**src/include/gb_config.svh**
```systemverilog
/*
 * Sizes and constants for the system-bus core.
 * IRAM width sets the echo alias of c000-fdff; HRAM holds 2**AW - 1 bytes
 * because ffff is taken by IE. DIV period must be a power of two.
 */
`ifndef GB_CONFIG_SVH
`define GB_CONFIG_SVH

// --------------------
// memories
`define GB_IRAM_AW 13 // 8 KB internal ram
`define GB_HRAM_AW 7  // 127 bytes high ram, top entry unused

// --------------------
// timer
`define GB_DIV_PERIOD 256 // clocks per DIV step

// --------------------
// boot
`define GB_FAST_BOOT_FLAG 8'h42 // seen at ff50 by the boot ROM on fast boot

`endif

```
**src/logic/gb_map_pkg.sv**
```systemverilog
/*
 * Memory map types for the CPU bus.
 * Only the regions this core serves are listed; video, audio and OAM
 * ranges fall into unmapped and read as ff.
 */
package gb_map_pkg;

	// region hit by the current cpu address
	typedef enum logic [3:0] {
		rom,      // 0000-7fff cartridge rom, boot overlay at the bottom
		cram,     // a000-bfff cartridge ram
		vram,     // 8000-9fff, not implemented here
		iram,     // c000-fdff incl. echo
		hram,     // ff80-fffe
		joy,
		timer,
		irq_en,
		irq_flag,
		boot_ctl,
		unmapped
	} region_e;

	// --------------------
	// register addresses
	localparam logic [15:0] joy_addr      = 16'hff00;
	localparam logic [15:0] timer_base    = 16'hff04; // DIV, TIMA, TMA, TAC
	localparam logic [15:0] if_addr       = 16'hff0f;
	localparam logic [15:0] boot_ctl_addr = 16'hff50;
	localparam logic [15:0] ie_addr       = 16'hffff;

endpackage

```
**src/logic/gb_bus_if.sv**
```systemverilog
/*
 * Internal CPU bus, driven by the decoder only.
 * rd and wr are single-cycle strobes, there is no handshake.
 */
`timescale 1ns/1ps

interface gb_bus_if;

	logic [15:0]         addr;
	logic [7:0]          wdata;
	logic                rd;
	logic                wr;
	gb_map_pkg::region_e region; // decoded once, in the decoder

	// decoder side
	modport dec (output addr, output wdata, output rd, output wr, output region);

	// peripherals and rams, listen only
	modport per (input addr, input wdata, input rd, input wr, input region);

endinterface

```
**src/logic/gb_joypad.sv**
```systemverilog
/*
 * Joypad matrix at ff00, joystick bits are active high.
 * Key-press irq fires on any new press, whatever the select lines say.
 */
`timescale 1ns/1ps

module gb_joypad (
	input  logic       clk,
	input  logic       reset,
	input  logic [7:0] joystick, // right left up down a b select start
	gb_bus_if.per      bus,
	output logic [7:0] rdata,
	output logic       irq
);

	logic [1:0] sel_q;    // p15 p14, low selects a group
	logic [3:0] dir_n;
	logic [3:0] btn_n;
	logic [3:0] nib;
	logic [7:0] sync1_q;
	logic [7:0] sync2_q;
	logic [7:0] prev_q;   // previous synced state for edge detect

	assign dir_n = ~joystick[3:0];
	assign btn_n = ~joystick[7:4];
	assign nib   = (sel_q[0] ? 4'hf : dir_n) & (sel_q[1] ? 4'hf : btn_n);
	assign rdata = {2'b11, sel_q, nib};

	always_ff @(posedge clk) begin
		if (reset) begin
			sel_q   <= 2'b11;
			sync1_q <= '0;
			sync2_q <= '0;
			prev_q  <= '0;
			irq     <= 1'b0;
		end else begin
			if (bus.wr && (bus.region == gb_map_pkg::joy))
				sel_q <= bus.wdata[5:4];
			sync1_q <= joystick;
			sync2_q <= sync1_q;
			prev_q  <= sync2_q;
			irq     <= |(sync2_q & ~prev_q); // newly pressed line
		end
	end

endmodule

```
**src/flat_wrapper.sv**
```systemverilog
// flat-port wrapper written by rule: the top's interface ports become plain ports
module gb_joypad_flat 
  (clk, reset, joystick, rdata, irq, bus_addr, bus_wdata, bus_rd, bus_wr, bus_region);
  gb_bus_if bus_i ();
  input  logic clk;
  input  logic reset;
  input  logic [7:0] joystick;
  output logic [7:0] rdata;
  output logic irq;
  input wire logic [$bits(bus_i.addr)-1:0] bus_addr;
  input wire logic [$bits(bus_i.wdata)-1:0] bus_wdata;
  input wire logic [$bits(bus_i.rd)-1:0] bus_rd;
  input wire logic [$bits(bus_i.wr)-1:0] bus_wr;
  input wire logic [$bits(bus_i.region)-1:0] bus_region;
  assign bus_i.addr = bus_addr;
  assign bus_i.wdata = bus_wdata;
  assign bus_i.rd = bus_rd;
  assign bus_i.wr = bus_wr;
  assign bus_i.region = bus_region;
  gb_joypad u_core (.clk(clk), .reset(reset), .joystick(joystick), .bus(bus_i), .rdata(rdata), .irq(irq));
endmodule
```
**config.mk**
```make
export PLATFORM = sky130hd
export DESIGN_NAME = gb_joypad_flat
export DESIGN_NICKNAME = d
export VERILOG_FILES = /design/src/include/gb_config.svh /design/src/logic/gb_map_pkg.sv /design/src/logic/gb_bus_if.sv /design/src/logic/gb_joypad.sv /design/src/flat_wrapper.sv
export SDC_FILE = /design/constraint.sdc
export NUM_CORES = 1
export LEC_CHECK = 0
export ABC_AREA = 0
export BUFFER_PORTS_ARGS = -buffer_cell sky130_fd_sc_hd__buf_4
export CAP_MARGIN = 20
export CORE_MARGIN = 5
export CORE_UTILIZATION = 40
export DETAILED_ROUTE_END_ITERATION = 6
export PLACE_DENSITY = 0.74
export SYNTH_ARGS = -nofsm -noshare
export SYNTH_HDL_FRONTEND = slang
export SYNTH_SLANG_ARGS = --single-unit
```
**constraint.sdc**
```tcl
create_clock -name clk -period 1.3 [get_ports clk]
set_clock_uncertainty 0.2 [all_clocks]
set_input_delay 0.39 -clock clk [delete_from_list [all_inputs] [get_ports clk]]
set_output_delay 0.39 -clock clk [all_outputs]
set_load 0.01 [all_outputs]
```
==> metrics.log <==
INFO  metric dieWidth = roughly 57 um
INFO  metric initial_utilization = 0.411
INFO  metric finalCritPeriodShare = 1.25
INFO  metric place.port_buffers = 23
INFO  metric critPathRequiredTime = 0.71 ns
INFO  metric ant_nets = 0
INFO  metric postSynthCellCount = 83
INFO  metric routed-via-count = roughly 570
INFO  metric cellLeakagePower = a little under 0.0005 uW
INFO  metric synth_sequential_area_ratio = 0.606
INFO  metric drv.max_cap_violation_count = 0
INFO  metric timing.fmax = about 0.6 GHz
INFO  metric worstSetupPathType = reg2out
INFO  metric cts_tree = done
INFO  metric placed_cells = 132
INFO  metric place_congestion = approximately 0.67
INFO  metric setup_slack = -0.323 ns
INFO  metric max-clock-path-buffers = 2
INFO  metric setup_violations = 7
INFO  metric drt_pre_antenna_iters = 3
INFO  metric tritoncts_num_sinks = 27
INFO  metric synth_area = 892 sq um
INFO  metric critical_path.startpoint = u_core.sel_q[0]
INFO  metric outcome = complete, but fails checks
INFO  metric cts_made_buffers = 3
INFO  metric slew_violations = 0
INFO  metric clkTransAtPathRegs = 0.14 ns
INFO  metric grt_first_pass_wirelength = approximately 2200 um
INFO  metric post_synth.cell_area_avg = ~11 sq um
INFO  metric timing.critical_path.to = rdata[3]
INFO  metric timing.critical_path.fanout_max = 4
INFO  metric areaGrowthSynthToFinish = 31.0%
INFO  metric die_height = about 57 um
INFO  metric synthesized_flop_and_latch_total = 27
INFO  metric final_period_minus_worst_setup_slack = 1.62 ns
INFO  metric min-delay-path-class = in2reg
INFO  metric grt_pass1_vias = between 500 and 600
INFO  metric design_power_total = between 1000 and 1500 uW
INFO  metric timing.final.hold_violations = 0
INFO  metric rsz_0062_raised_after_global_routing = true
INFO  metric yosysWarnings = 0
INFO  metric drive_gt1_frac = 0.385
INFO  metric via_per_inst = between 4 and 5
INFO  metric grt_usage = 0.0874
INFO  metric coreArea = about 0.0022 sq mm
INFO  metric wirelength = around 1300 um
INFO  metric cts_max_level = 1
INFO  metric fin_cells = 137
INFO  metric cp.arrival = a little over 1 ns
INFO  metric drc = 0
INFO  metric antenna_found_initial = 0
INFO  metric clk_latency = ~0.31 ns
INFO  metric grt.overflow.total = 0
INFO  metric vdd_ir_drop_max = roughly 750 uV
INFO  metric fillerInstances = approximately 190
INFO  metric final_layout_net_count = 150
INFO  metric r2r_start = u_core.sync2_q[3]
INFO  metric clock-root-buffer = clkbuf_4
INFO  metric power_per_cell_area = 1150 mW/mm^2
INFO  metric slack_of_the_worst_reg_to_reg_path = approximately 0.10 ns
INFO  metric timing.rr.end = u_core.irq
INFO  metric place.detailed.hpwl = around 940 um
INFO  metric worstRegToRegCells = 3
INFO  metric antenna_cells = 0
INFO  metric netlist-cell-type-count = 17
INFO  metric drt-initial-drc-count = 6
INFO  metric violations_in_the_final_reports = negative setup slack
INFO  metric critPathCaptureType = primary output
INFO  metric row_count = 17
INFO  metric grt_start_max_net_pins = 30
INFO  metric detail_routed_net_length_per_standard_cell = about 9.8 um
INFO  metric crit_path_start_kind = flop
INFO  metric die_area = between 0.003 and 0.004 sq mm
INFO  metric final-seq-area = between 500 and 600 sq um
INFO  metric num_io_pins = slightly below 50
INFO  metric multi_input_area = 320 sq um
==> routing by layer <==
layer  vias up  share of wire  track usage
met5         -              0            0
met4         0          0.010       0.0497
met3         2           0.11       0.0317
met2        23           0.41        0.126
met1       239           0.47        0.113
li1        308              -            -
==> cells in the final DEF (no fill, tap or decap) <==
| cell | count |
|---|---|
| a2111oi_2 | 1 |
| a22oi_1 | 2 |
| a22oi_2 | 4 |
| a31oi_1 | 1 |
| buf_4 | 22 |
| buf_6 | 4 |
| clkbuf_4 | 3 |
| clkinvlp_4 | 1 |
| conb_1 | 2 |
| dfxtp_1 | 24 |
| dfxtp_2 | 3 |
| inv_1 | 5 |
| inv_2 | 1 |
| inv_4 | 1 |
| mux2i_1 | 2 |
| nand3_1 | 1 |
| nor2_1 | 4 |
| nor2b_1 | 25 |
| nor2b_2 | 1 |
| nor2b_4 | 1 |
| nor3b_1 | 1 |
==> logic make-up (layout without fill, tap and decap cells) <==
kind of cell | Yosys count | in the layout | share of synthesized area
AOI/OAI and AO/OA | 8 | 8 | 0.0743
and+or+nand+nor | 33 | 33 | 0.231
DFF | 27 | 27 | 0.606
muxes | 2 | 2 | 0.0224
other | 1 | 2 | 0.00420
buffers and inverters | 12 | 37 | 0.0617
==> power breakdown <==
group          switching, uW  internal [uW]
Clock                    234            117
Combinational           46.4           70.5
Sequential              10.0            862
==> registers in the layout (all words and copies together), names as in the netlist <==
name,count
u_core.irq,1
u_core.sync2_q,8
u_core.sel_q,2
u_core.prev_q,8
u_core.sync1_q,8
==> through the flow <==
stage,hold WS (ns),instance area [sq um],setup TNS (ns),worst slack [ns],utilization
2_1_floorplan,0.214,901,-0.0292,-0.00973,-
3_3_place_gp,0.217,1090,-0.430,-0.117,0.505
3_5_place_dp,0.225,1090,-0.456,-0.113,0.505
4_1_cts,0.0794,1150,-1.78,-0.329,0.532
5_1_grt,0.0789,1170,-2.13,-0.381,0.539
6_report,0.0916,1170,-1.80,-0.323,0.539
==> cell usage after synthesis (all sizes together) <==
| cell | count | area share |
|---|---|---|
| a2111oi | 1 | 0.017 |
| a22oi | 6 | 0.050 |
| a31oi | 1 | 0.0070 |
| buf | 4 | 0.028 |
| clkbuf | 1 | 0.0042 |
| conb | 1 | 0.0042 |
| dfxtp | 27 | 0.61 |
| inv | 7 | 0.029 |
| mux2i | 2 | 0.022 |
| nand3 | 1 | 0.0056 |
| nor2 | 4 | 0.017 |
| nor2b | 27 | 0.20 |
| nor3b | 1 | 0.0084 |
==> worst max-delay path, cell delays in order (launching register included) <==
cell	delay (ns)
dfxtp_2	0.38
inv_4	0.05
a22oi_2	0.15
buf_4	0.14
==> cell type report <==
| class | instances | area share |
|---|---|---|
| Timing Repair Buffer | 26 | 0.180 |
| Clock buffer | 3 | 0.0193 |
| Inverter | 7 | 0.0246 |
| Tap cell | 28 | 0.0300 |
| Sequential cell | 27 | 0.466 |
| Multi-Input combinational cell | 45 | 0.274 |
| Clock inverter | 1 | 0.00642 |
==> what timing repair did <==
item                                   4_1_cts  5_1_grt
setup buffers                                0        1
endpoints found under the hold margin        0        0
gates resized for setup                      9        3
setup endpoints to repair                    7        7
hold buffers                                 0        0
pin swaps                                    3        0
==> how the worst min path moves through the flow <==
stage                            from                end  slack, ns  depth (start not counted)
detailed placement  u_core.sync1_q[3]  u_core.sync2_q[3]       0.22                          1
global placement    u_core.sync1_q[2]  u_core.sync2_q[2]       0.22                          1
CTS                       joystick[5]  u_core.sync1_q[5]       0.08                          2
finish                    joystick[5]  u_core.sync1_q[5]       0.09                          2
floorplan           u_core.sync1_q[0]  u_core.sync2_q[0]       0.21                          1
global route              joystick[5]  u_core.sync1_q[5]       0.08                          2
Power figures use the tool's default switching activity.
