### src/include/gb_config.svh
/*
 * Sizes and constants for the system-bus core.
 * IRAM width sets the echo alias of c000-fdff; HRAM holds 2**AW - 1 bytes
 * because ffff is taken by IE. DIV period must be a power of two.
 */
`ifndef GB_CONFIG_SVH
`define GB_CONFIG_SVH

// --------------------
// memories
`define GB_IRAM_AW 13 // 8 KB internal ram
`define GB_HRAM_AW 7  // 127 bytes high ram, top entry unused

// --------------------
// timer
`define GB_DIV_PERIOD 256 // clocks per DIV step

// --------------------
// boot
`define GB_FAST_BOOT_FLAG 8'h42 // seen at ff50 by the boot ROM on fast boot

`endif

### src/logic/gb_map_pkg.sv
/*
 * Memory map types for the CPU bus.
 * Only the regions this core serves are listed; video, audio and OAM
 * ranges fall into unmapped and read as ff.
 */
package gb_map_pkg;

	// region hit by the current cpu address
	typedef enum logic [3:0] {
		rom,      // 0000-7fff cartridge rom, boot overlay at the bottom
		cram,     // a000-bfff cartridge ram
		vram,     // 8000-9fff, not implemented here
		iram,     // c000-fdff incl. echo
		hram,     // ff80-fffe
		joy,
		timer,
		irq_en,
		irq_flag,
		boot_ctl,
		unmapped
	} region_e;

	// --------------------
	// register addresses
	localparam logic [15:0] joy_addr      = 16'hff00;
	localparam logic [15:0] timer_base    = 16'hff04; // DIV, TIMA, TMA, TAC
	localparam logic [15:0] if_addr       = 16'hff0f;
	localparam logic [15:0] boot_ctl_addr = 16'hff50;
	localparam logic [15:0] ie_addr       = 16'hffff;

endpackage

### src/logic/gb_periph_pkg.sv
/*
 * Peripheral types: interrupt sources and timer rate select.
 * Source index is also the priority, lowest index wins.
 */
package gb_periph_pkg;

	localparam int unsigned irq_num = 5; // width of IE and IF

	// interrupt source, bit position in IE/IF
	typedef enum logic [2:0] {
		vblank = 3'd0, // only settable by a cpu write here
		lcd    = 3'd1, // same
		timer  = 3'd2,
		serial = 3'd3, // same
		joypad = 3'd4
	} irq_src_e;

	// TAC bits 1:0
	typedef enum logic [1:0] {
		div1024 = 2'd0,
		div16   = 2'd1,
		div64   = 2'd2,
		div256  = 2'd3
	} timer_clk_e;

endpackage

### src/logic/gb_bus_if.sv
/*
 * Internal CPU bus, driven by the decoder only.
 * rd and wr are single-cycle strobes, there is no handshake.
 */
`timescale 1ns/1ps

interface gb_bus_if;

	logic [15:0]         addr;
	logic [7:0]          wdata;
	logic                rd;
	logic                wr;
	gb_map_pkg::region_e region; // decoded once, in the decoder

	// decoder side
	modport dec (output addr, output wdata, output rd, output wr, output region);

	// peripherals and rams, listen only
	modport per (input addr, input wdata, input rd, input wr, input region);

endinterface

### src/logic/gb_timer.sv
/*
 * DIV, TIMA, TMA and TAC at ff04-ff07.
 * TIMA prescaler restarts when TAC bit 2 is cleared, it is not tied to DIV.
 * irq is a one-cycle pulse on TIMA overflow.
 */
`timescale 1ns/1ps
`include "gb_config.svh"

module gb_timer (
	input  logic       clk,
	input  logic       reset,
	gb_bus_if.per      bus,
	output logic       irq,
	output logic [7:0] rdata
);

	localparam int div_w = $clog2(`GB_DIV_PERIOD);

	logic [div_w-1:0] div_pre;  // clocks within one DIV step
	logic [7:0]       div_q;
	logic [7:0]       tima;
	logic [7:0]       tma;
	logic [2:0]       tac;      // bit 2 enable, 1:0 rate
	logic [9:0]       tima_pre;
	logic             tima_tick;
	logic             sel;

	assign sel = bus.wr && (bus.region == gb_map_pkg::timer);

	// tick on the last clock of the selected period
	always_comb begin
		tima_tick = 1'b0;
		case (gb_periph_pkg::timer_clk_e'(tac[1:0]))
			gb_periph_pkg::div1024: tima_tick = &tima_pre[9:0];
			gb_periph_pkg::div16:   tima_tick = &tima_pre[3:0];
			gb_periph_pkg::div64:   tima_tick = &tima_pre[5:0];
			gb_periph_pkg::div256:  tima_tick = &tima_pre[7:0];
		endcase
		tima_tick = tima_tick && tac[2];
	end

	always_ff @(posedge clk) begin
		if (reset) begin
			div_pre  <= '0;
			div_q    <= '0;
			tima     <= '0;
			tma      <= '0;
			tac      <= '0;
			tima_pre <= '0;
			irq      <= 1'b0;
		end else begin
			irq <= 1'b0;

			// DIV, any write clears it
			if (sel && (bus.addr[1:0] == 2'd0)) begin
				div_pre <= '0;
				div_q   <= '0;
			end else if (div_pre == div_w'(`GB_DIV_PERIOD - 1)) begin
				div_pre <= '0;
				div_q   <= div_q + 8'd1;
			end else
				div_pre <= div_pre + 1'b1;

			tima_pre <= tac[2] ? tima_pre + 10'd1 : 10'd0;

			if (sel && (bus.addr[1:0] == 2'd1))
				tima <= bus.wdata;        // cpu write beats the tick
			else if (tima_tick) begin
				if (tima == 8'hff) begin
					tima <= tma;              // reload
					irq  <= 1'b1;
				end else
					tima <= tima + 8'd1;
			end

			if (sel && (bus.addr[1:0] == 2'd2))
				tma <= bus.wdata;
			if (sel && (bus.addr[1:0] == 2'd3))
				tac <= bus.wdata[2:0];
		end
	end

	always_comb begin
		case (bus.addr[1:0])
			2'd0:    rdata = div_q;
			2'd1:    rdata = tima;
			2'd2:    rdata = tma;
			default: rdata = {5'b00000, tac};
		endcase
	end

endmodule

### src/flat_wrapper.sv
// flat-port wrapper written by rule: the top's interface ports become plain ports
module gb_timer_flat 
  (clk, reset, irq, rdata, bus_addr, bus_wdata, bus_rd, bus_wr, bus_region);
  gb_bus_if bus_i ();
  input  logic clk;
  input  logic reset;
  output logic irq;
  output logic [7:0] rdata;
  input wire logic [$bits(bus_i.addr)-1:0] bus_addr;
  input wire logic [$bits(bus_i.wdata)-1:0] bus_wdata;
  input wire logic [$bits(bus_i.rd)-1:0] bus_rd;
  input wire logic [$bits(bus_i.wr)-1:0] bus_wr;
  input wire logic [$bits(bus_i.region)-1:0] bus_region;
  assign bus_i.addr = bus_addr;
  assign bus_i.wdata = bus_wdata;
  assign bus_i.rd = bus_rd;
  assign bus_i.wr = bus_wr;
  assign bus_i.region = bus_region;
  gb_timer u_core (.clk(clk), .reset(reset), .bus(bus_i), .irq(irq), .rdata(rdata));
endmodule
### config.mk
export PLATFORM = sky130hd
export DESIGN_NAME = gb_timer_flat
export DESIGN_NICKNAME = d
export VERILOG_FILES = /design/src/logic/gb_map_pkg.sv /design/src/logic/gb_periph_pkg.sv /design/src/logic/gb_bus_if.sv /design/src/logic/gb_timer.sv /design/src/flat_wrapper.sv
export VERILOG_INCLUDE_DIRS = /design/src /design/src/include
export SDC_FILE = /design/constraint.sdc
export NUM_CORES = 1
export LEC_CHECK = 0
export ABC_CLOCK_PERIOD_IN_PS = 2050
export BUFFER_PORTS_ARGS = -buffer_cell sky130_fd_sc_hd__buf_2
export CORE_MARGIN = 5
export CORE_UTILIZATION = 35
export CTS_BUF_LIST = sky130_fd_sc_hd__clkbuf_8 sky130_fd_sc_hd__clkbuf_16
export DETAILED_ROUTE_END_ITERATION = 16
export PLACE_DENSITY_LB_ADDON = 0.08
export SYNTH_ARGS = -nofsm -noshare
export SYNTH_HDL_FRONTEND = slang
export SYNTH_SLANG_ARGS = --single-unit
### constraint.sdc
create_clock -name clk -period 2.05 [get_ports clk]
set_input_delay 0.5125 -clock clk [delete_from_list [all_inputs] [get_ports clk]]
set_output_delay 0.5125 -clock clk [all_outputs]
set_load 0.02 [all_outputs]
==> flow_summary_export.csv <==
group,metric,value,unit
worst_setup_path,worst-r2r-cell-count,5,
clocking,worstSkewPairLatency,0.29,ns
worst_setup_path,cpLargestDelayFamily,"buffers and inverters",
timing,max_freq,0.520,GHz
timing,hold_viol,0,
timing,relSlewSlack,72.8,%
clocking,numClockSinks,46,
clocking,path_clk_slew,0.08,ns
worst_setup_path,cp.depth,5,
drt,postRouteAntennaNets,0,
power_and_ir_drop,p_leak,0.996,nW
floorplan,dieArea,8360,sq um
logic_synthesis,syn_avg_cell_area,8.93,sq um
global_route,gr-total-overflow,0,
worst_setup_path,worstPathCellList,"buf_2, buf_4, mux2i_1, o21ai_0, buf_2",
worst_setup_path,ff2ff_setup_slack,0.28,ns
final_layout,finalNonFillerCells,373,
drt,route.detailed.drc,0,
global_route,grt_pass1_vias,1711,
final_layout,antenna_cells,0,
clocking,clockBufferDepth,2,
clocking,cts_buffers,5,
clocking,cts_tree,"done",
final_layout,nFillCells,681,
drt,wl_per_cell,14.5,um
timing,min_period,1.92,ns
drt,num_vias,1901,
final_layout,fin_util,42.5,%
final_layout,nets,331,
logic_synthesis,ys_seq_area_share,39.7,%
worst_setup_path,reg2reg_to,"u_core.tima[3]",
worst_setup_path,path_buf_inv,3,
global_route,grt_start_max_net_pins,15,
logic_synthesis,synth_cell_types,48,
final_layout,final_cell_mix,"dfxtp_1 (46), nor2_1 (45), buf_2 (25), nand2_1 (21), mux2i_1 (18)",
worst_setup_path,cp-end-kind,"primary output",
clocking,htreeDepth,2,
logic_synthesis,yosysWarnings,0,
placed_design,portBuffers,25,
worst_setup_path,slowest_delay,0.23,ns
worst_setup_path,r2r-start,"u_core.tima_pre[6]",
final_layout,areaGrowthSynthToFinish,16.8,%
placed_design,gp_congestion,0.735,
floorplan,die_w,91.5,um
min_path,whs_path_depth,1,
worst_setup_path,path_class,"in2out",
run,drv_cap,0,
min_path,hp-class,"reg2reg",
final_layout,design_area,2710,sq um
logic_synthesis,mappedNetlistNets,296,
timing,tightest_slew,0.408,ns
logic_synthesis,ys_dominant_reg_cell,"dfxtp_1",
timing,setup_viol,0,
global_route,track_usage,13.1,%
clocking,cts_setup_buffers,0,
min_path,worstHoldStart,"u_core.tima_pre[0]",
logic_synthesis,synth_seq_cells,46,
worst_setup_path,required,1.54,ns
timing,fin_setup_tns,0,ns
timing,rsz0062_at_grt,"no",
floorplan,rows,29,
global_route,antenna_found_initial,0,
timing,period_share,93.8,%
worst_setup_path,cpMostUsedCell,"buf_2",
min_path,hold_end,"u_core.tima_pre[0]",
floorplan,die_y,91.5,um
clocking,cts_resized,0,
logic_synthesis,async_flop_share,0,%
placed_design,placed_cell_area,2610,sq um
drt,drt_pass1_iterations,4,
worst_setup_path,cp_slowest_cell,"o21ai_0",
clocking,hold_buffers,0,
drt,drt-initial-drc-count,107,
final_layout,final_common_cell,"dfxtp_1",
clocking,cts_root_buffer,"clkbuf_8",
global_route,grt_pass1_wl,8870,um
worst_setup_path,critPathMaxFanout,7,
floorplan,core_area,6390,sq um
floorplan,start_util,36.4,%
power_and_ir_drop,peakVddDrop,0.285,mV
floorplan,ioPinCount,41,
placed_design,place_inst,365,
power_and_ir_drop,power.density,604,nW/um^2
timing,slew_violations,0,
logic_synthesis,netlist_area,2320,sq um
timing,finalClockSkew,0.00740,ns
logic_synthesis,synth_edf_count,0,
worst_setup_path,arrival,1.41,ns
timing,worst_hold_slack,0.445,ns
drt,viasPerCell,5.10,
status,status,"finished clean",
final_layout,final_layout_size_suffix_gt1_share,19.3,%
logic_synthesis,syn_inst,260,
placed_design,dpl.hpwl,4010,um
worst_setup_path,startpoint_type,"input pin",
drt,wirelength,5410,um
[layout make-up]
class	count	area, sq um	area share, %
Clock inverter	3	37.5	1.38
Tap cell	77	96.3	3.55
Clock buffer	5	68.8	2.54
Sequential cell	46	921	34.0
Multi-Input combinational cell	198	1330	49.1
Timing Repair Buffer	38	235	8.68
Inverter	6	22.5	0.831
[cells in the mapped netlist (2+ instances only)]
cell	count	area, sq um
a21o_1	2	15.0
a21oi_1	4	20.0
and2_1	2	12.5
and3_1	7	43.8
and4_1	3	26.3
buf_2	3	15.0
buf_4	2	15.0
clkbuf_1	5	18.8
dfxtp_1	46	921
ha_1	4	50.1
inv_1	6	22.5
mux2_2	2	22.5
mux2i_1	18	180
mux4_2	3	67.6
nand2_1	21	78.8
nand2b_1	2	12.5
nand3_1	11	55.1
nand3b_1	2	15.0
nand4_1	5	31.3
nor2_1	45	169
nor2b_1	3	18.8
nor3_1	4	20.0
nor3_2	2	20.0
nor4_1	5	31.3
o211ai_1	3	22.5
o21ai_0	9	45.0
xnor2_1	9	78.8
xor2_1	12	105
[flip-flops by register name (all words and copies together), names as in the netlist]
signal and flops:
u_core.tima_pre 10, u_core.tac 3, u_core.tma 8, u_core.irq 1, u_core.div_pre 8, u_core.tima 8
u_core.div_q 8
[power breakdown]
| part | leakage, nW | internal (mW) | switching (mW) |
|---|---|---|---|
| Clock | 0.0607 | 0.355 | 0.299 |
| Combinational | 0.565 | 0.0343 | 0.0417 |
| Sequential | 0.371 | 0.900 | 0.00706 |
[how the worst max path moves through the flow]
stage	start	to	slack [ns]
after floorplan	bus_addr[0]	rdata[3]	0.25
after global placement	bus_addr[0]	u_core.tima[4]	0.09
after detailed placement	bus_addr[0]	u_core.tima[4]	0.12
after CTS	bus_addr[0]	rdata[2]	0.13
after global routing	bus_addr[0]	rdata[3]	0.06
final	bus_addr[0]	rdata[3]	0.13
[cell families (layout without fill, tap and decap cells)]
family          Yosys count  after routing  share of synthesized area (%)
simple gates            120            120                           26.4
flops                    46             46                           39.7
compound gates           30             30                           9.16
mux                      23             23                           11.6
xor+xnor                 21             21                           7.92
buf+inv                  16             52                           3.07
fa+ha+maj                 4              4                           2.16
[through the flow]
stage / total power, mW / worst slack (ns)
floorplan: 0.968 / 0.254
global placement: 1.00 / 0.0856
detailed placement: 1.00 / 0.120
CTS: 1.66 / 0.132
global route: 1.71 / 0.0552
finish: 1.64 / 0.127
[per-layer routing]
layer  wire [um]  global-route usage [%]
met1        2870                    20.0
met2        2220                    17.5
met3         258                    3.72
met4          63                    4.03
met5           0                       0
No activity file was read; power rests on OpenSTA's default activity.
