**config.mk**
```make
export PLATFORM = sky130hd
export DESIGN_NAME = gb_bus_decode_flat
export DESIGN_NICKNAME = d
export VERILOG_FILES = /design/src/logic/gb_map_pkg.sv /design/src/logic/gb_bus_if.sv /design/src/logic/gb_bus_decode.sv /design/src/flat_wrapper.sv
export VERILOG_INCLUDE_DIRS = /design/src /design/src/include
export SDC_FILE = /design/constraint.sdc
export NUM_CORES = 1
export LEC_CHECK = 0
export ABC_AREA = 1
export CORE_UTILIZATION = 60
export DETAILED_ROUTE_END_ITERATION = 7
export DONT_BUFFER_PORTS = 1
export PLACE_DENSITY = 0.76
export SYNTH_ARGS = -nofsm -noshare
export SYNTH_HDL_FRONTEND = slang
export SYNTH_SLANG_ARGS = --single-unit
```
**constraint.sdc**
```tcl
create_clock -name clk -period 2 [get_ports clk]
set_input_delay 0 -clock clk [delete_from_list [all_inputs] [get_ports clk]]
set_output_delay 0 -clock clk [all_outputs]
set_load 0.03 [all_outputs]
```
**src/include/gb_config.svh**
```systemverilog
/*
 * Sizes and constants for the system-bus core.
 * IRAM width sets the echo alias of c000-fdff; HRAM holds 2**AW - 1 bytes
 * because ffff is taken by IE. DIV period must be a power of two.
 */
`ifndef GB_CONFIG_SVH
`define GB_CONFIG_SVH

// --------------------
// memories
`define GB_IRAM_AW 13 // 8 KB internal ram
`define GB_HRAM_AW 7  // 127 bytes high ram, top entry unused

// --------------------
// timer
`define GB_DIV_PERIOD 256 // clocks per DIV step

// --------------------
// boot
`define GB_FAST_BOOT_FLAG 8'h42 // seen at ff50 by the boot ROM on fast boot

`endif

```
**src/logic/gb_map_pkg.sv**
```systemverilog
/*
 * Memory map types for the CPU bus.
 * Only the regions this core serves are listed; video, audio and OAM
 * ranges fall into unmapped and read as ff.
 */
package gb_map_pkg;

	// region hit by the current cpu address
	typedef enum logic [3:0] {
		rom,      // 0000-7fff cartridge rom, boot overlay at the bottom
		cram,     // a000-bfff cartridge ram
		vram,     // 8000-9fff, not implemented here
		iram,     // c000-fdff incl. echo
		hram,     // ff80-fffe
		joy,
		timer,
		irq_en,
		irq_flag,
		boot_ctl,
		unmapped
	} region_e;

	// --------------------
	// register addresses
	localparam logic [15:0] joy_addr      = 16'hff00;
	localparam logic [15:0] timer_base    = 16'hff04; // DIV, TIMA, TMA, TAC
	localparam logic [15:0] if_addr       = 16'hff0f;
	localparam logic [15:0] boot_ctl_addr = 16'hff50;
	localparam logic [15:0] ie_addr       = 16'hffff;

endpackage

```
**src/logic/gb_bus_if.sv**
```systemverilog
/*
 * Internal CPU bus, driven by the decoder only.
 * rd and wr are single-cycle strobes, there is no handshake.
 */
`timescale 1ns/1ps

interface gb_bus_if;

	logic [15:0]         addr;
	logic [7:0]          wdata;
	logic                rd;
	logic                wr;
	gb_map_pkg::region_e region; // decoded once, in the decoder

	// decoder side
	modport dec (output addr, output wdata, output rd, output wr, output region);

	// peripherals and rams, listen only
	modport per (input addr, input wdata, input rd, input wr, input region);

endinterface

```
**src/logic/gb_bus_decode.sv**
```systemverilog
/*
 * Address decode and registered read path.
 * cpu_rdata is valid one cycle after rd or irq_ack and holds until the next one.
 * RAM data is already registered in the RAM, so it bypasses rdata_q.
 * Boot overlay covers 0000-00ff until a write with bit 0 set hits ff50.
 */
`timescale 1ns/1ps
`include "gb_config.svh"

module gb_bus_decode (
	input  logic        clk,
	input  logic        reset,
	input  logic        fast_boot,
	input  logic [15:0] cpu_addr,
	input  logic [7:0]  cpu_wdata,
	input  logic        cpu_rd,
	input  logic        cpu_wr,
	input  logic        irq_ack,
	gb_bus_if.dec       bus,
	input  logic [7:0]  joy_rdata,
	input  logic [7:0]  timer_rdata,
	input  logic [7:0]  irq_rdata,
	input  logic [7:0]  ram_rdata,
	input  logic [7:0]  cart_data,
	input  logic [7:0]  boot_rom_data,
	input  logic [7:0]  irq_vec,
	output logic [7:0]  cpu_rdata,
	output logic        cart_rd,
	output logic        cart_wr
);

	gb_map_pkg::region_e region;
	logic       boot_on;   // boot rom overlay active
	logic       boot_win;  // address inside the overlay
	logic       ram_hit;
	logic       cart_hit;
	logic [7:0] rd_mux;
	logic [7:0] rdata_q;
	logic       ram_sel_q; // last read came from a ram

	// --------------------
	// region decode
	always_comb begin
		region = gb_map_pkg::unmapped;
		if (!cpu_addr[15])
			region = gb_map_pkg::rom;
		else if (cpu_addr[15:13] == 3'b100)
			region = gb_map_pkg::vram;
		else if (cpu_addr[15:13] == 3'b101)
			region = gb_map_pkg::cram;
		else if (cpu_addr < 16'hfe00)
			region = gb_map_pkg::iram;                // c000 up to the end of echo
		else if (cpu_addr == gb_map_pkg::ie_addr)
			region = gb_map_pkg::irq_en;              // must win over hram
		else if (cpu_addr[15:7] == 9'h1ff)
			region = gb_map_pkg::hram;
		else if (cpu_addr == gb_map_pkg::joy_addr)
			region = gb_map_pkg::joy;
		else if (cpu_addr[15:2] == gb_map_pkg::timer_base[15:2])
			region = gb_map_pkg::timer;
		else if (cpu_addr == gb_map_pkg::if_addr)
			region = gb_map_pkg::irq_flag;
		else if (cpu_addr == gb_map_pkg::boot_ctl_addr)
			region = gb_map_pkg::boot_ctl;
	end

	assign bus.addr   = cpu_addr;
	assign bus.wdata  = cpu_wdata;
	assign bus.rd     = cpu_rd;
	assign bus.wr     = cpu_wr;
	assign bus.region = region;

	assign boot_win = boot_on && (cpu_addr[15:8] == 8'h00);
	assign ram_hit  = (region == gb_map_pkg::iram) || (region == gb_map_pkg::hram);
	assign cart_hit = (region == gb_map_pkg::rom) || (region == gb_map_pkg::cram);

	// cartridge sees cpu_addr directly, only the strobes come from here
	assign cart_rd = cpu_rd && cart_hit && !boot_win;
	assign cart_wr = cpu_wr && cart_hit; // writes go to the mbc even under the overlay

	// --------------------
	// read mux
	always_comb begin
		rd_mux = 8'hff; // vram, unmapped, and ram (taken from the ram port)
		if (irq_ack)
			rd_mux = irq_vec;
		else begin
			case (region)
				gb_map_pkg::rom:      rd_mux = boot_win ? boot_rom_data : cart_data;
				gb_map_pkg::cram:     rd_mux = cart_data;
				gb_map_pkg::joy:      rd_mux = joy_rdata;
				gb_map_pkg::timer:    rd_mux = timer_rdata;
				gb_map_pkg::irq_en,
				gb_map_pkg::irq_flag: rd_mux = irq_rdata;
				gb_map_pkg::boot_ctl: begin
					if (fast_boot && boot_on)
						rd_mux = `GB_FAST_BOOT_FLAG;
				end
				default:              rd_mux = 8'hff;
			endcase
		end
	end

	always_ff @(posedge clk) begin
		if (reset) begin
			rdata_q   <= 8'hff; // bus idles high
			ram_sel_q <= 1'b0;
			boot_on   <= 1'b1;
		end else begin
			if (cpu_rd || irq_ack) begin
				rdata_q   <= rd_mux;
				ram_sel_q <= cpu_rd && !irq_ack && ram_hit;
			end
			if (cpu_wr && (region == gb_map_pkg::boot_ctl) && cpu_wdata[0])
				boot_on <= 1'b0; // one way, only reset brings it back
		end
	end

	// ram output holds until its next read, same latency as rdata_q
	assign cpu_rdata = ram_sel_q ? ram_rdata : rdata_q;

	// --------------------
	// cpu strobe rules
	a_rd_wr_excl: assert property (@(posedge clk) disable iff (reset) !(cpu_rd && cpu_wr));
	a_ack_no_rd:  assert property (@(posedge clk) disable iff (reset) !(irq_ack && cpu_rd));

endmodule

```
**src/flat_wrapper.sv**
```systemverilog
// flat-port wrapper written by rule: the top's interface ports become plain ports
module gb_bus_decode_flat 
  (clk, reset, fast_boot, cpu_addr, cpu_wdata, cpu_rd, cpu_wr, irq_ack, joy_rdata, timer_rdata, irq_rdata, ram_rdata, cart_data, boot_rom_data, irq_vec, cpu_rdata, cart_rd, cart_wr, bus_addr, bus_wdata, bus_rd, bus_wr, bus_region);
  gb_bus_if bus_i ();
  input  logic clk;
  input  logic reset;
  input  logic fast_boot;
  input  logic [15:0] cpu_addr;
  input  logic [7:0] cpu_wdata;
  input  logic cpu_rd;
  input  logic cpu_wr;
  input  logic irq_ack;
  input  logic [7:0] joy_rdata;
  input  logic [7:0] timer_rdata;
  input  logic [7:0] irq_rdata;
  input  logic [7:0] ram_rdata;
  input  logic [7:0] cart_data;
  input  logic [7:0] boot_rom_data;
  input  logic [7:0] irq_vec;
  output logic [7:0] cpu_rdata;
  output logic cart_rd;
  output logic cart_wr;
  output wire logic [$bits(bus_i.addr)-1:0] bus_addr;
  output wire logic [$bits(bus_i.wdata)-1:0] bus_wdata;
  output wire logic [$bits(bus_i.rd)-1:0] bus_rd;
  output wire logic [$bits(bus_i.wr)-1:0] bus_wr;
  output wire logic [$bits(bus_i.region)-1:0] bus_region;
  assign bus_addr = bus_i.addr;
  assign bus_wdata = bus_i.wdata;
  assign bus_rd = bus_i.rd;
  assign bus_wr = bus_i.wr;
  assign bus_region = bus_i.region;
  gb_bus_decode u_core (.clk(clk), .reset(reset), .fast_boot(fast_boot), .cpu_addr(cpu_addr), .cpu_wdata(cpu_wdata), .cpu_rd(cpu_rd), .cpu_wr(cpu_wr), .irq_ack(irq_ack), .bus(bus_i), .joy_rdata(joy_rdata), .timer_rdata(timer_rdata), .irq_rdata(irq_rdata), .ram_rdata(ram_rdata), .cart_data(cart_data), .boot_rom_data(boot_rom_data), .irq_vec(irq_vec), .cpu_rdata(cpu_rdata), .cart_rd(cart_rd), .cart_wr(cart_wr));
endmodule
```
==> results.py, run 1 <==
metrics = {
    "critical_path": {
        "end_kind": "flop",
        "crit_path_cell_trace": "nand2_1 > nand3_1 > nand2_1 > a21oi_1 > nand3b_1 > nand2_1 > nand2_1 > dlygate4sd3_1",
        "cpMostUsedCell": "nand2_1",
        "cp_slowest_cell": "dlygate4sd3_1",
        "arrival_ns": 2.06,
        "reg2reg_from": "u_core.boot_on",
        "worst_setup_path_start_kind": "flop",
        "crit_fanout": 6,
        "startpoint": "u_core.boot_on",
        "critical_path_class": "flop to flop",
        "cp_num_buf_inv": 1,
        "worstPathRequired_ns": 2.17,
        "cp_slowest_stage_delay_ns": 0.58,
        "crit_family": "simple AND/OR/NAND/NOR gates",
    },
    "placed_design": {
        "gp_congestion": 0.7677,
        "portBuffers": 0,
        "post-dp-hpwl_um": 2994,
    },
    "clocking": {
        "clock_path_buffers": 2,
        "numClockSinks": 10,
        "ctsHoldBuffers": 19,
        "path_clk_slew_ns": 0.08,
        "worstSkewPairLatency_ns": 0.28,
        "ctsResizeCount": 0,
        "cts-root-buf": "clkbuf_4",
        "cts-buffers-inserted": 3,
        "cts_tree": "done",
        "htree_levels": 1,
        "cts_setup_buffers": 0,
    },
    "floorplanning": {
        "coreArea_um2": 2255,
        "start_util_pct": 65.21,
        "die_h_um": 51.50,
        "rows": 17,
        "io_pins": 126,
        "die-area_um2": 2652,
        "die-width_um": 51.50,
    },
    "synth": {
        "netlist_area_um2": 1470,
        "syn-num-nets": 343,
        "yosys-top-cells-count": "nand2_1 (95), buf_4 (26), nor2_1 (23), inv_1 (21), a21oi_1 (14)",
        "ys_warn_count": 0,
        "yosysTopAreaCell": "nand2_1",
        "syn_area_per_cell_um2": 5.720,
        "synthCells": 257,
        "async_reset_ff_share_pct": 0,
        "ys_seq_elements": 10,
        "synth.most_common_cell": "nand2_1",
        "synth_edf_count": 0,
        "synth_cell_types": 29,
        "synth_top_area_share_pct": 24.26,
        "synth_ff_type": "dfxtp_1",
        "synth_seq_area_share_pct": 13.62,
        "synth_area_leaders": "nand2_1 (24%), dfxtp_1 (14%), buf_4 (13%)",
    },
    "layout": {
        "final_util_pct": 67.81,
        "area_growth_pct": 4.000,
        "drive_gt1_share_pct": 13.15,
        "nets": 338,
        "n_antenna_cell": 0,
    },
    "sta": {
        "drv_slew": 0,
        "finalHoldViolations": 0,
        "setup_violations": 0,
        "period_share_pct": 94.37,
        "setup_tns_ns": 0,
        "fmax_mhz": 529.8,
        "skew_ns": 0.01078,
        "relSlewSlack_pct": 48.85,
        "layout_min_cycle_time_ns": 1.887,
        "worst_slew_pin_slew_ns": 0.7645,
        "rsz0062_at_grt": "false",
    },
    "job": {
        "drv_cap": 0,
    },
    "power": {
        "ir_worst_vdd_mv": 0.2977,
        "power_density_nw_per_um2": 406.1,
        "leakage_nw": 0.7494,
    },
    "global_route": {
        "grt_overflow": 0,
        "grt_max_degree": 12,
        "grt_usage_pct": 31.98,
        "antenna_found_initial": 0,
        "grt_pass1_wl_um": 6251,
        "grt_pass1_vias": 1372,
    },
    "detailed_routing": {
        "route.detailed.drc": 0,
        "ant_nets": 0,
        "dr.pass1.iters": 5,
        "avgViaCountPerCell": 5.728,
        "drt_iter0_drc": 55,
        "drt-total-wl_um": 4262,
        "wl_per_cell_um": 15.28,
        "vias": 1598,
    },
    "min_path": {
        "hold_path_class": "primary input to primary output",
        "min_from": "cpu_wdata[6]",
    },
    "status": {
        "status": "finished, final reports clean",
    },
}
[cell usage in the layout (no fill, tap or decap)]
cell            n
buf_4           1
nor4_1          1
or2_2           1
dlygate4sd3_1  19
nand3_1        11
nand3b_1        3
a21oi_2         1
nor3_1          1
nor3_2          1
nor2_4          2
o21bai_1        1
nor3_4          1
nand2_2         6
nand4_1         5
nand2_1        95
a221oi_1        6
mux2_2          8
clkbuf_8        1
a21oi_1        14
inv_2           4
nand2_4         1
o21ai_0         4
nor2_2          3
or2_1           1
clkbuf_4        3
inv_1          21
a21o_1          1
o2bb2ai_1       2
dfxtp_1        10
nor2_1         23
[flip-flops by register name, summed over array words and instances (netlist names)]
signal,cells
u_core.rdata_q,8
u_core.boot_on,1
u_core.ram_sel_q,1
[where the power goes]
group          switching, mW  total, mW  leakage [nW]  internal [mW]
clock                 0.0857      0.197        0.0210          0.111
sequential           0.00913      0.222        0.0831          0.213
combinational          0.121      0.202         0.645         0.0813
[area by class of cell]
class                   count  area (um2)
flip-flops and latches     10       200.2
repair buffers             20       197.7
inverters                  25       93.84
well taps                  28       35.03
multi-input cells         192       965.9
fillers                   211       725.7
clock buffers               4       36.28
[worst paths after layout]
kind | cells past startpoint | to | slack, ns
min | 0 | bus_wdata[6] | 0.00001
max reg2reg | 8 | u_core.rdata_q[4] | 0.11
min reg2reg | 2 | u_core.rdata_q[3] | 0.47
max | 8 | u_core.rdata_q[4] | 0.11
[cells by family (layout without fill, tap and decap cells)]
group	count (synthesis)	in the layout	synth area share [%]
AOI/OAI and AO/OA	29	29	12.51
buffers and inverters	55	49	20.68
DFF	10	10	13.62
muxes	8	8	6.128
and+or+nand+nor	155	155	47.06
[through the flow]
| stage | cells | cell area (um2) | hold slack [ns] | total power [mW] | setup WS [ns] |
|---|---|---|---|---|---|
| after floorplan | 257 | 1470 | 0.1317 | 0.4643 | 0.7571 |
| after global placement | 256 | 1303 | 0.0002250 | 0.3825 | 0.6269 |
| after detailed placement | 256 | 1303 | 0.0002246 | 0.3833 | 0.6056 |
| after CTS | 279 | 1529 | 0.0002246 | 0.6124 | 0.2016 |
| after global routing | 279 | 1529 | 0.00003686 | 0.6460 | 0.03206 |
| final | 279 | 1529 | 0.00001162 | 0.6209 | 0.1126 |
[per-layer routing]
metal | up-vias | track usage [%] | share of wire (%)
li1 | 789 | - | -
met1 | 676 | 41.18 | 42
met2 | 120 | 52.16 | 45
met3 | 13 | 9.064 | 11
met4 | 0 | 8.108 | 2.0
met5 | - | 0 | 0
Note: power is estimated with default switching activity, not from simulation.
==> run 2, diff against run 1 <==
Settings changed: CORE_UTILIZATION 60 to 58.
Clock period 2 ns to 1.7 ns, I/O delays scaled along.
==> run 2 against run 1 <==
Against the previous run:
- combinational power rose by 14%
- wire length fell by 9.2%
- highest routed layer unchanged
- total power rose by 4.8%
==> results.py, run 2 (synthesis results as in run 1) <==
metrics = {
    "clocking": {
        "cts-root-buf": "clkbuf_4",
        "numClockSinks": 10,
        "htree_levels": 1,
        "path_clk_slew_ns": 0.06,
        "cts_tree": "done",
        "cts-buffers-inserted": 3,
        "worstSkewPairLatency_ns": 0.26,
        "clock_path_buffers": 2,
    },
    "layout": {
        "final_cell_mix": "nand2_1 (95), nor2_1 (23), inv_1 (21)",
        "drive_gt1_share_pct": 14.29,
        "largest_register_ffs": 8,
        "reg_top3": "u_core.rdata_q (8), u_core.boot_on (1), u_core.ram_sel_q (1)",
        "multi_input_area_um2": 965.9,
        "top_register": "u_core.rdata_q",
        "seq_area_um2": 200.2,
        "nFillCells": 211,
        "n_antenna_cell": 0,
        "nets": 340,
        "final_common_cell": "nand2_1",
        "area_growth_pct": 3.744,
        "final_util_pct": 66.39,
    },
    "critical_path": {
        "cp_slowest_stage_delay_ns": 0.75,
        "cp_slowest_cell": "dlygate4sd3_1",
        "cp_num_buf_inv": 2,
        "critical_path_class": "primary input to flop",
        "rr_worst_depth": 7,
        "end_kind": "flop",
        "reg2reg_from": "u_core.boot_on",
        "worst_setup_path_start_kind": "primary input",
        "r2r-end": "u_core.rdata_q[1]",
        "crit_fanout": 10,
        "crit_family": "buffers and inverters",
        "arrival_ns": 1.55,
        "crit_path_cell_trace": "dlygate4sd3_1 > a21oi_1 > dlygate4sd3_1 > nand2_1 > nand2_1",
        "worstPathRequired_ns": 1.85,
        "reg2reg_slack_ns": 0.43,
    },
    "power": {
        "comb_power_share_pct": 35.4,
        "ir_worst_vdd_mv": 0.4645,
        "p_switching_mw": 0.2265,
        "p_int_mw": 0.4244,
        "power_density_nw_per_um2": 426.7,
        "leakage_nw": 0.7603,
        "pwr-share-seq_pct": 40.0,
        "pwr-share-clk_pct": 24.6,
        "swShare_pct": 34.80,
    },
    "floorplanning": {
        "die-width_um": 52.35,
        "die-area_um2": 2740,
        "rows": 17,
        "die_h_um": 52.35,
        "coreArea_um2": 2297,
        "io_pins": 126,
        "start_util_pct": 64.00,
    },
    "detailed_routing": {
        "drt-total-wl_um": 3871,
        "route.detailed.drc": 0,
        "vias": 1579,
        "drt_iter0_drc": 33,
        "dr.pass1.iters": 4,
        "avgViaCountPerCell": 5.639,
        "wl_per_cell_um": 13.83,
        "ant_nets": 0,
    },
    "placed_design": {
        "gp_congestion": 0.8914,
        "post-dp-hpwl_um": 3011,
        "portBuffers": 0,
        "pre_cts_slack_ns": 0.3708,
    },
    "global_route": {
        "grt_usage_pct": 27.13,
        "grt_pass1_vias": 1367,
        "antenna_found_initial": 0,
        "grt_max_degree": 12,
        "grt_overflow": 0,
        "grt_pass1_wl_um": 5554,
    },
    "sta": {
        "setup_tns_ns": 0,
        "setup_violations": 0,
        "layout_min_cycle_time_ns": 1.400,
        "drv_slew": 0,
        "rsz0062_at_grt": "false",
        "skew_ns": 0.006953,
        "finalHoldViolations": 0,
        "relSlewSlack_pct": 52.63,
        "fmax_mhz": 714.1,
        "layout_setup_ws_ns": 0.2997,
        "period_share_pct": 82.37,
        "worst_slew_pin_slew_ns": 0.7080,
    },
    "min_path": {
        "hold_depth": 0,
        "min_from": "cpu_wdata[3]",
        "hold_path_class": "primary input to primary output",
        "whs_endpoint": "bus_wdata[3]",
    },
    "job": {
        "drv_cap": 0,
    },
    "status": {
        "status": "finished, final reports clean",
    },
}
==> run 2: cell types whose count changed in the layout (fill, tap and decap cells not counted) <==
| cell | before | now |
|---|---|---|
| buf_4 | 1 | 5 |
| clkbuf_8 | 1 | 0 |
| dlygate4sd3_1 | 19 | 17 |
==> run 2: what timing repair did <==
| item | 4_1_cts | 5_1_grt |
|---|---|---|
| gates resized for setup | 0 | 0 |
| hold buffers | 17 | 0 |
| buffers inserted | 0 | 0 |
| endpoints found under the hold margin | 10 | 0 |
==> run 2: worst max-delay path by stage <==
stage                                   end  cells past startpoint  slack [ns]   startpoint
after floorplan            u_core.ram_sel_q                     12        0.46  cpu_addr[5]
after global placement    u_core.rdata_q[1]                      9        0.39  cpu_addr[8]
after detailed placement  u_core.rdata_q[1]                      9        0.37  cpu_addr[8]
after CTS                 u_core.rdata_q[3]                      5        0.33      irq_ack
after global routing      u_core.rdata_q[3]                      5        0.26      irq_ack
final                     u_core.rdata_q[3]                      5        0.30      irq_ack
==> run 2: routing by layer <==
metal / up-vias / GRT usage [%] / share of wire, % / routed length, um
met5: - / 0 / 0 / 0
met1: 691 / 26.68 / 39 / 1491
met2: 86 / 54.01 / 50 / 1946
li1: 794 / - / - / -
met4: 0 / 7.018 / 1.1 / 43
met3: 8 / 7.536 / 10 / 390
==> run 2: area by class of cell <==
type	count	share of cell area (%)
clock buffer	3	1.477
multi-input combinational	192	63.33
tap	28	2.297
inverter	25	6.153
sequential	10	13.13
timing repair buffer	22	13.62
==> run 2: metrics by stage <==
step | hold WS, ns | instance area (um2) | instances | power, mW
2_1_floorplan | 0.1317 | 1470 | 257 | 0.5463
3_3_place_gp | 0.0002225 | 1333 | 260 | 0.4555
3_5_place_dp | 0.0002225 | 1333 | 260 | 0.4572
4_1_cts | 0.0002225 | 1525 | 280 | 0.6514
5_1_grt | 0.00004231 | 1525 | 280 | 0.6861
6_report | 0.00001161 | 1525 | 280 | 0.6508
==> run 2: power by group through the flow <==
stage          Clock, mW  Sequential, mW  Combinational [mW]
4_1_cts            0.162           0.260               0.229
3_3_place_gp           0           0.265               0.190
3_5_place_dp           0           0.265               0.192
6_report           0.160           0.260               0.230
2_1_floorplan          0           0.261               0.285
5_1_grt            0.175           0.262               0.250
